`src/common/rob_pkg.sv`:
```
// ============================================================
// Reorder buffer shared definitions
// ============================================================
// Sizes, the entry index type and the payload structs used by
// the allocator, the completion tracker, the storage arrays and
// the top level

package rob_pkg;

    // ============================================================
    // Sizes
    // ============================================================

    // Number of buffer entries
    // Pointers wrap by overflow so this stays a power of two
    localparam int ROB_ENTRIES   = 16;

    // Width of an entry index
    localparam int ROB_IDX_BITS  = $clog2(ROB_ENTRIES);

    // Late payload width
    localparam int ROB_DATA_BITS = 32;

    // Tag captured at allocation time
    localparam int ROB_META_BITS = 8;

    // not_full stays high while at least this many entries are free
    localparam int ROB_MIN_FREE  = 1;

    // ============================================================
    // Types
    // ============================================================

    // Entry index, also the handle returned to the requester
    typedef logic [ROB_IDX_BITS-1:0] rob_idx_t;

    // Late payload write
    // The index is the one granted on alloc_idx
    typedef struct packed {
        rob_idx_t                 idx;
        logic [ROB_DATA_BITS-1:0] data;
    } rob_enq_t;

    // Ordered output word
    // Data and the meta tag of the same entry side by side
    typedef struct packed {
        logic [ROB_DATA_BITS-1:0] data;
        logic [ROB_META_BITS-1:0] meta;
    } rob_first_t;

endpackage

```
`src/rtl/rob_ram.sv`:
```
`timescale 1ns/1ps

// ============================================================
// Simple dual-port entry storage
// ============================================================
// One write port and one read port in clk
// Read address register then output register
// so rdata follows raddr by two cycles

module rob_ram
    import rob_pkg::*;
#(
    parameter int WIDTH     = ROB_DATA_BITS,
    // 1 adds a register stage in front of the write port
    parameter bit REG_WRITE = 1'b0
)
(
    input  logic             clk,

    input  logic             wen,
    input  rob_idx_t         waddr,
    input  logic [WIDTH-1:0] wdata,

    input  rob_idx_t         raddr,
    output logic [WIDTH-1:0] rdata
);

    logic [WIDTH-1:0] mem [ROB_ENTRIES];

    // Write port after the optional stage
    logic             wen_w;
    rob_idx_t         waddr_w;
    logic [WIDTH-1:0] wdata_w;

    rob_idx_t         raddr_q;

    // ============================================================
    // Write side
    // ============================================================

    generate
        if (REG_WRITE)
        begin : g_wr_reg
            always_ff @(posedge clk)
            begin
                wen_w   <= wen;
                waddr_w <= waddr;
                wdata_w <= wdata;
            end
        end
        else
        begin : g_wr_dir
            assign wen_w   = wen;
            assign waddr_w = waddr;
            assign wdata_w = wdata;
        end
    endgenerate

    always_ff @(posedge clk)
    begin
        if (wen_w)
        begin
            mem[waddr_w] <= wdata_w;
        end
    end

    // ============================================================
    // Read side
    // ============================================================

    // Address stage then data stage
    always_ff @(posedge clk)
    begin
        raddr_q <= raddr;
        rdata   <= mem[raddr_q];
    end

endmodule

```
`src/rob_ctrl/rob_alloc.sv`:
```
`timescale 1ns/1ps

// ============================================================
// Entry allocation
// ============================================================
// Tail pointer hands out indices in order
// Head pointer names the oldest live entry
// Occupancy counter drives the full threshold

module rob_alloc
    import rob_pkg::*;
(
    input  logic     clk,
    input  logic     enq_reset_n,

    // One allocation per cycle at most
    input  logic     alloc,
    // Oldest entry leaves the buffer
    input  logic     deq_en,

    output rob_idx_t alloc_idx,
    output rob_idx_t head_idx,
    output logic     not_full
);

    // Counter needs one extra bit to hold a full buffer
    rob_idx_t                tail_q;
    rob_idx_t                head_q;
    logic [ROB_IDX_BITS:0]   count_q;
    logic [ROB_IDX_BITS:0]   free_cnt;

    // ============================================================
    // Pointers and occupancy
    // ============================================================

    always_ff @(posedge clk)
    begin
        if (enq_reset_n)
        begin
            tail_q  <= '0;
            head_q  <= '0;
            count_q <= '0;
        end
        else
        begin
            // Index wraps modulo ROB_ENTRIES by plain overflow
            tail_q <= tail_q + rob_idx_t'(alloc);
            head_q <= head_q + rob_idx_t'(deq_en);

            // Simultaneous alloc and deq leave occupancy unchanged
            case ({alloc, deq_en})
                2'b10:   count_q <= count_q + 1'b1;
                2'b01:   count_q <= count_q - 1'b1;
                default: count_q <= count_q;
            endcase
        end
    end

    // ============================================================
    // Outputs
    // ============================================================

    // Granted index is visible in the same cycle as alloc
    assign alloc_idx = tail_q;
    assign head_idx  = head_q;

    // Free entries against the threshold
    assign free_cnt = (ROB_IDX_BITS+1)'(ROB_ENTRIES) - count_q;
    assign not_full = (free_cnt >= (ROB_IDX_BITS+1)'(ROB_MIN_FREE));

    // Requester must respect not_full
    // otherwise the tail overruns a live entry
    a_alloc_not_full: assert property (
        @(posedge clk) disable iff (enq_reset_n)
        alloc |-> not_full
    ) else $error("alloc raised while buffer is full");

endmodule

```
`src/rob_ctrl/rob_complete_track.sv`:
```
`timescale 1ns/1ps

// ============================================================
// Completion tracking
// ============================================================
// One done bit per entry
// Payload writes pass through one register stage before they
// mark their entry complete
// The head entry's bit is the ordered output's ready flag

module rob_complete_track
    import rob_pkg::*;
(
    input  logic     clk,
    input  logic     enq_reset_n,

    // Late payload write strobe and its target
    input  logic     enq_en,
    input  rob_idx_t enq_idx,

    // Ordered side
    input  logic     deq_en,
    input  rob_idx_t head_idx,
    output logic     not_empty
);

    // Registered completion stage
    logic                   enq_en_q;
    rob_idx_t               enq_idx_q;

    // Per-entry done bits
    logic [ROB_ENTRIES-1:0] done_q;

    // ============================================================
    // Completion stage
    // ============================================================

    // Lines the done bit up with the data array's registered write
    always_ff @(posedge clk)
    begin
        if (enq_reset_n)
        begin
            enq_en_q <= 1'b0;
        end
        else
        begin
            enq_en_q <= enq_en;
        end
    end

    always_ff @(posedge clk)
    begin
        enq_idx_q <= enq_idx;
    end

    // ============================================================
    // Done bits
    // ============================================================

    always_ff @(posedge clk)
    begin
        if (enq_reset_n)
        begin
            done_q <= '0;
        end
        else
        begin
            // Set and clear never hit the same entry in one cycle
            if (enq_en_q)
            begin
                done_q[enq_idx_q] <= 1'b1;
            end
            // Consumed entry is free for reuse
            if (deq_en)
            begin
                done_q[head_idx] <= 1'b0;
            end
        end
    end

    // Oldest entry ready for readout
    assign not_empty = done_q[head_idx];

    // A second write to one allocation means the requester reused a handle
    a_no_double_done: assert property (
        @(posedge clk) disable iff (enq_reset_n)
        enq_en_q |-> !done_q[enq_idx_q]
    ) else $error("payload written twice to entry %0d", enq_idx_q);

    // Head must be complete before it is consumed
    a_deq_not_empty: assert property (
        @(posedge clk) disable iff (enq_reset_n)
        deq_en |-> not_empty
    ) else $error("deq_en raised while oldest entry is not complete");

endmodule

```
`src/rtl/rob_top.sv`:
```
`timescale 1ns/1ps

// ============================================================
// Reorder buffer top level
// ============================================================
// Entries are allocated in order and tagged with meta
// Payload arrives later by index in any order
// Data and meta come back in allocation order
// two cycles after deq_en

module rob_top
    import rob_pkg::*;
(
    input  logic                     clk,
    input  logic                     enq_reset_n,

    // Allocation
    input  logic                     alloc,
    input  logic [ROB_META_BITS-1:0] alloc_meta,
    output rob_idx_t                 alloc_idx,
    output logic                     not_full,

    // Late payload, no back-pressure
    input  logic                     enq_en,
    input  rob_enq_t                 enq,

    // Ordered output
    input  logic                     deq_en,
    output logic                     not_empty,
    // Valid two cycles after deq_en
    output rob_first_t               first
);

    // Oldest entry, read address of both arrays
    rob_idx_t                 head_idx;

    logic [ROB_META_BITS-1:0] meta_rdata;
    logic [ROB_DATA_BITS-1:0] data_rdata;

    // ============================================================
    // Control
    // ============================================================

    // Index handout and occupancy
    rob_alloc u_alloc (
        .clk         (clk),
        .enq_reset_n (enq_reset_n),
        .alloc       (alloc),
        .deq_en      (deq_en),
        .alloc_idx   (alloc_idx),
        .head_idx    (head_idx),
        .not_full    (not_full)
    );

    // Done bits behind a one cycle completion stage
    rob_complete_track u_track (
        .clk         (clk),
        .enq_reset_n (enq_reset_n),
        .enq_en      (enq_en),
        .enq_idx     (enq.idx),
        .deq_en      (deq_en),
        .head_idx    (head_idx),
        .not_empty   (not_empty)
    );

    // ============================================================
    // Storage
    // ============================================================

    // Meta written straight at allocation
    rob_ram #(
        .WIDTH     (ROB_META_BITS),
        .REG_WRITE (1'b0)
    ) meta_ram (
        .clk   (clk),
        .wen   (alloc),
        .waddr (alloc_idx),
        .wdata (alloc_meta),
        .raddr (head_idx),
        .rdata (meta_rdata)
    );

    // Payload write registered to match the completion stage
    rob_ram #(
        .WIDTH     (ROB_DATA_BITS),
        .REG_WRITE (1'b1)
    ) data_ram (
        .clk   (clk),
        .wen   (enq_en),
        .waddr (enq.idx),
        .wdata (enq.data),
        .raddr (head_idx),
        .rdata (data_rdata)
    );

    // Both arrays share read timing so the halves stay aligned
    assign first = '{data: data_rdata, meta: meta_rdata};

endmodule

```
`config.mk`:
```
export PLATFORM = sky130hd
export DESIGN_NAME = rob_top
export DESIGN_NICKNAME = d
export VERILOG_FILES = /design/src/common/rob_pkg.sv /design/src/rtl/rob_ram.sv /design/src/rob_ctrl/rob_alloc.sv /design/src/rob_ctrl/rob_complete_track.sv /design/src/rtl/rob_top.sv
export SDC_FILE = /design/constraint.sdc
export NUM_CORES = 1
export LEC_CHECK = 0
export BUFFER_PORTS_ARGS = -buffer_cell sky130_fd_sc_hd__buf_2
export CAP_MARGIN = 0
export CORE_UTILIZATION = 45
export DETAILED_ROUTE_END_ITERATION = 8
export PLACE_DENSITY = 0.62
export SETUP_SLACK_MARGIN = 0.15
export SKIP_LAST_GASP = 1
export SLEW_MARGIN = 20
export SYNTH_ARGS = -nofsm -noshare
export SYNTH_HDL_FRONTEND = slang
export SYNTH_SLANG_ARGS = --single-unit
```
`constraint.sdc`:
```
create_clock -name clk -period 4.2 [get_ports clk]
set_input_delay 0.63 -clock clk [delete_from_list [all_inputs] [get_ports clk]]
set_output_delay 0.63 -clock clk [all_outputs]
set_load 0.05 [all_outputs]
```
# Yosys cells after proc, flatten, opt, wreduce, memory -nomap -nowiden
# Memory sizes are Yosys's and may differ from the RTL's. A register that Yosys moved wholly into a read port is not among the register bits.
# Cells that the tools add are included.
[op_classes]
addsub = 5
mul = 0
div_mod_pow = 0
order_cmp = 5
n_eq_ne = 2
n_shift = 0
mux = 14
n_bitwise = 3
reduce_logical = 3
[op_table]
columns = ["cell", "count"]
rows = [
  ["16-bit 2-to-1 mux", 3],
  ["16-bit bitwise AND", 1],
  ["16-bit inverter", 1],
  ["16-bit OR", 1],
  ["4-bit by 5-bit < comparator with 1-bit output, second input constant", 2],
  ["5-bit case mux with 2 select lines", 1],
  ["4-bit by 1-bit adder with 4-bit output", 2],
  ["1-bit demux with 4-bit select", 2],
  ["4-bit by 1-bit >= comparator with 1-bit output, second input constant", 2],
  ["1-bit 2-to-1 mux", 7],
  ["5-bit by 1-bit adder with 5-bit output, second input constant", 1],
  ["5-bit by 1-bit >= comparator with 1-bit output, second input constant", 1],
  ["5-bit by 1-bit subtractor with 5-bit output, second input constant", 1],
  ["5-bit subtractor, first input constant", 1],
  ["1-bit binary-select mux with 4-bit select", 1],
  ["2-bit by 1-bit == test with 1-bit output, second input constant", 1],
  ["2-bit == test, second input constant", 1],
  ["1-bit logical AND", 2],
  ["2-bit nonzero test", 1],
]
[word_totals]
reg_bits = 71
latchBits = 0
mem_bits_rw = 640
mem_bits_ro = 0
in_bits = 49
output_inout_bits = 46
elab_cells = 43
n_memories = 2
[mem_list]
columns = ["name", "words", "word_bits", "read_ports", "rd_clocked_by_memory_dff", "write_ports", "line_no", "text"]
rows = [
  ["data_ram.mem", 16, 32, 1, 1, 1, "rob_ram.sv:28", "logic [WIDTH-1:0] mem [ROB_ENTRIES];"],
  ["meta_ram.mem", 16, 8, 1, 1, 1, "rob_ram.sv:28", ""],
]

# Longest topological paths before layout
[logic_depth]
ltp_word = 9
depth_mapped = 8
mapped_depth_nobuf = 8

# Hierarchy
# From an unflattened synthesis, not the netlist that was laid out.
[unflattened]
cells_unflattened = 1269
area_unflattened_um2 = 27486.4
[by_module_without_submodules]
columns = ["module", "instances", "cells_each", "area_per_inst_um2"]
rows = [
  ["rob_ram (data_ram)", 1, 879, 20674.8],
  ["rob_ram (meta_ram)", 1, 233, 5227.5],
  ["rob_complete_track", 1, 85, 895.9],
  ["rob_alloc", 1, 72, 688.2],
]

# Worst setup path after synthesis
# No wires, ideal clock.
[synth_path]
kind = "reg-to-reg"
start = "reg data_ram.waddr_w[2]"
end = "mem data_ram.mem[0][0] in the netlist's numbering (enable)"
setup_ns = 0.461
arrival_ns = 3.065
path_slack_ns = 0.674
path_stages_with_launch = 3
period_less_slack_ns = 3.526
cell_sequence = "dfxtp_1 or3b_2 nor3_1"
[synth_lines]
columns = ["item", "line_no", "text"]
rows = [
  ["start, declared", "rob_ram.sv:32", "rob_idx_t waddr_w;"],
  ["start signal, assigned", "rob_ram.sv:47", "waddr_w <= waddr;"],
  ["end, declared", "rob_ram.sv:28", ""],
]
# Straight into the memory's write port.

# Worst setup path in the final report
[layout_path]
start = "reg u_alloc.head_q[0], in the netlist u_alloc.head_idx[0]"
end = "out not_empty"
[layout_via]
elab_chain_len = 2
[layout_rtl]
columns = ["item", "line_no", "text"]
rows = [
  ["start, declared", "rob_alloc.sv:28", "rob_idx_t head_q;"],
  ["start signal, assigned", "rob_alloc.sv:48", "head_q <= head_q + rob_idx_t'(deq_en);"],
  ["1-bit binary-select mux with 4-bit select", "rob_complete_track.sv:82", "assign not_empty = done_q[head_idx];"],
  ["1-bit 2-to-1 mux (not written as such)", "rob_complete_track.sv:82", ""],
  ["end, declared", "rob_top.sv:29", "output logic not_empty,"],
]
# No other way between the ends. The select of a mux whose other input is x is not followed.

==> summary.txt <==
Synthesis
  – Post-synth EDFFs: 640
  – Seq/Total Area, Yosys: 78.7%
  – Synth warn: 0
  – Distinct cell type count after synthesis: 38
  – Yosys reg bits: 751
  – Mapped Cells: 1,270
  – Top cells by area, synth: edfxtp_1, mux4_2, dfxtp_1, a22oi_1, nand2_1
  – Post-synth top area share: 70.5%
  – Syn Area/Cell: 21.5 um2
  – Syn Nets: 1,330
  – Asr flop ratio synth: 0%
  – Synth area leader: edfxtp_1
  – Synth Flop Type: edfxtp_1
  – Mapped Area: 27,200 um2

STA
  – Hold WS: 116 ps
  – Worst-margin pin slew: 992 ps
  – Hold Vio Cnt, Final: 0
  – Final worst-path cycle share: 70.3%
  – Final count of pins violating max slew: 0
  – Clk_skew: 25.6 ps
  – RSZ-0062 raised after global routing: false
  – Max Freq: 0.339 GHz
  – Setup violators final: 0
  – Setup TNS: 0 ps
  – Minimum clock period: 2950 ps
  – Slew margin rel.: 33.7%

Detailed routing
  – Per-cell routed wire length: 23.9 um
  – DRC viols: 0
  – Vias per cell: 5.63
  – Vias: 12,600
  – Initial DRT Pass Iterations: 5
  – Routed wire length: 53,700 um
  – Remaining antenna violation count: 0
  – Number of DRC markers in iteration 0: 925

Clocking
  – CTS sink count: 751
  – Num CTS Buffers: 76
  – H-tree level count: 3
  – Max Buffers Root-to-Sink: 3
  – Cts-stage hold buffer count: 0
  – Clk slew on worst S/H paths: 60 ps
  – CTS tree: done
  – Clk_lat worst skew: 610 ps
  – # Post-CTS Setup Buffers: 0
  – Post-CTS sizing: 0
  – Clock root cell: clkbuf_16

Critical path
  – Startpoint types: flop
  – Critical path origin: u_alloc.head_idx[0]
  – Critical path type: reg -> out
  – Worst EP required: 3570 ps
  – Reg2Reg Depth: 3
  – Reg-to-Reg Start: data_ram.waddr_w[1]
  – Reg2reg setup slack: 1680 ps
  – Crit-path max FO: 10
  – CP Capture Type: output port
  – CP Capture Point: not_empty
  – Reg-to-reg endpoint: data_ram.mem[2][19]
  – Worst path arrival time: 2320 ps

Global routing
  – All-layer global routing usage: 18.2%
  – Initial antenna violation count: 1
  – Largest net degree at the start of global routing: 55
  – GRT overflow: 0
  – Vias in the first global route: 13,700
  – First-pass GRT wire length: 82,600 um

Floorplan
  – Core Region: 59,500 um2
  – Die height: 248 um
  – Num ports: 95
  – Placement Rows: 89
  – Die Width: 248 um
  – Die area: 61,500 um2
  – Initial Utilization: 45.8%

Run
  – Number of max-cap violations: 0

Status
  – Status: finished, final reports clean

Pwr
  – Pleak: 10.1 nW
  – Pwr/cell area: 512 nW/um2
  – Peak supply drop: 0.336 mV

Finish
  – Area growth syn-to-layout: 14.7%
  – Ant. Diodes: 0
  – Share of layout cells above drive strength 1: 28.9%
  – # fillers: 4,609
  – Net count, final: 1,469

Placed design
  – Port bufs: 94
  – Final Wtd Congestion: 0.767
  – HPWL after DPL: 30,000 um

Hold path
  – HP Class: in -> reg
-- metal layers --
layer  GRT usage, %  part of all wire, %  up-vias  wire, um
met5              0                0.024        -        13
met4           5.18                  2.2        2      1200
met3           3.42                  4.9       83      2630
met2           29.6                   49      338     26300
met1           25.2                   44     6665     23500
li1               -                    -     5541         -
-- synth_stat cells, types with 2 or more instances --
master and instances:
nor4_1 4, mux4_2 164, nand2b_1 8, nor3b_1 2, xor2_1 4, buf_2 17, nor2_1 41, nor2b_1 11
clkbuf_1 37, edfxtp_1 640, inv_1 5, a31oi_1 5, xnor2_1 2, a311oi_1 4, a211oi_1 12, and3_1 2
dfxtp_1 111, nand3b_1 2, a21oi_1 16, a22oi_1 81, buf_6 10, nand3_1 7, nor3_1 12, ha_1 10
nand2_1 50
-- flip-flops by register name, indices dropped and copies added (netlist names), 5 cells and up --
register,flops
meta_ram.rdata,8
data_ram.mem,512
u_alloc.count_q,5
meta_ram.mem,128
data_ram.rdata,32
data_ram.wdata_w,32
u_track.done_q,16
-- area by class of cell --
class | instances | area, um2 | area share, %
Clock buffer | 101 | 2060 | 6.58
Inverter | 5 | 18.8 | 0.0601
Timing Repair Buffer | 127 | 793 | 2.54
Multi-Input combinational cell | 448 | 5590 | 17.9
Clock inverter | 37 | 369 | 1.18
Tap cell | 773 | 967 | 3.10
Sequential cell | 751 | 21400 | 68.6
-- worst max-delay path: stages, from the launching register on --
cell and delay [ps]:
dfxtp_1 630, mux4_2 580, a22oi_1 190, nand3_1 90, buf_2 230
-- worst min path at each step --
stage,startpoint,end,cells after the start
after floorplan,u_alloc.head_idx[2],data_ram.raddr_q[2],0
after global placement,u_alloc.head_idx[3],data_ram.raddr_q[3],0
after detailed placement,u_alloc.head_idx[3],data_ram.raddr_q[3],0
after CTS,enq[9],data_ram.wdata_w[9],1
after global routing,enq[9],data_ram.wdata_w[9],1
final,enq[9],data_ram.wdata_w[9],1
-- power by group --
part / internal, mW / leakage (nW) / switching, mW
registers: 8.29 / 6.71 / 0.170
logic: 0.411 / 2.17 / 0.571
clock network: 3.83 / 1.19 / 2.73
total: 12.5 / 10.1 / 3.47
-- cell families after synthesis --
group,synth area share [%]
compound gates,3.15
buf+inv,1.35
flops,78.7
xor+xnor,0.193
simple gates,2.46
mux,13.6
fa+ha+maj,0.533
-- metrics by stage --
stage / power [mW] / worst slack (ps) / cell area (um2) / util (%) / std cells
2_1_floorplan: 9.31 / 674 / 27200 / - / 1270
3_3_place_gp: 9.60 / 1620 / 28800 / 48.4 / 2103
3_5_place_dp: 9.62 / 1600 / 28800 / 48.4 / 2103
4_1_cts: 16.2 / 1190 / 31200 / 52.5 / 2241
5_1_grt: 16.6 / 1090 / 31200 / 52.5 / 2242
6_report: 16.0 / 1250 / 31200 / 52.5 / 2242
-- layout by cell type (no fill, tap or decap), drive strengths merged, types with 10 or more instances in the layout --
| cell type | netlist | routed |
|---|---|---|
| mux4 | 164 | 164 |
| nand2 | 50 | 50 |
| buf | 29 | 127 |
| nor2 | 41 | 41 |
| clkinv | 0 | 28 |
| a211oi | 12 | 12 |
| dfxtp | 111 | 111 |
| a21oi | 16 | 16 |
| a22oi | 81 | 81 |
| nor3 | 12 | 12 |
| ha | 10 | 10 |
| clkbuf | 37 | 101 |
| edfxtp | 640 | 640 |
| nor2b | 11 | 11 |
No activity file was read; power rests on OpenSTA's default activity.
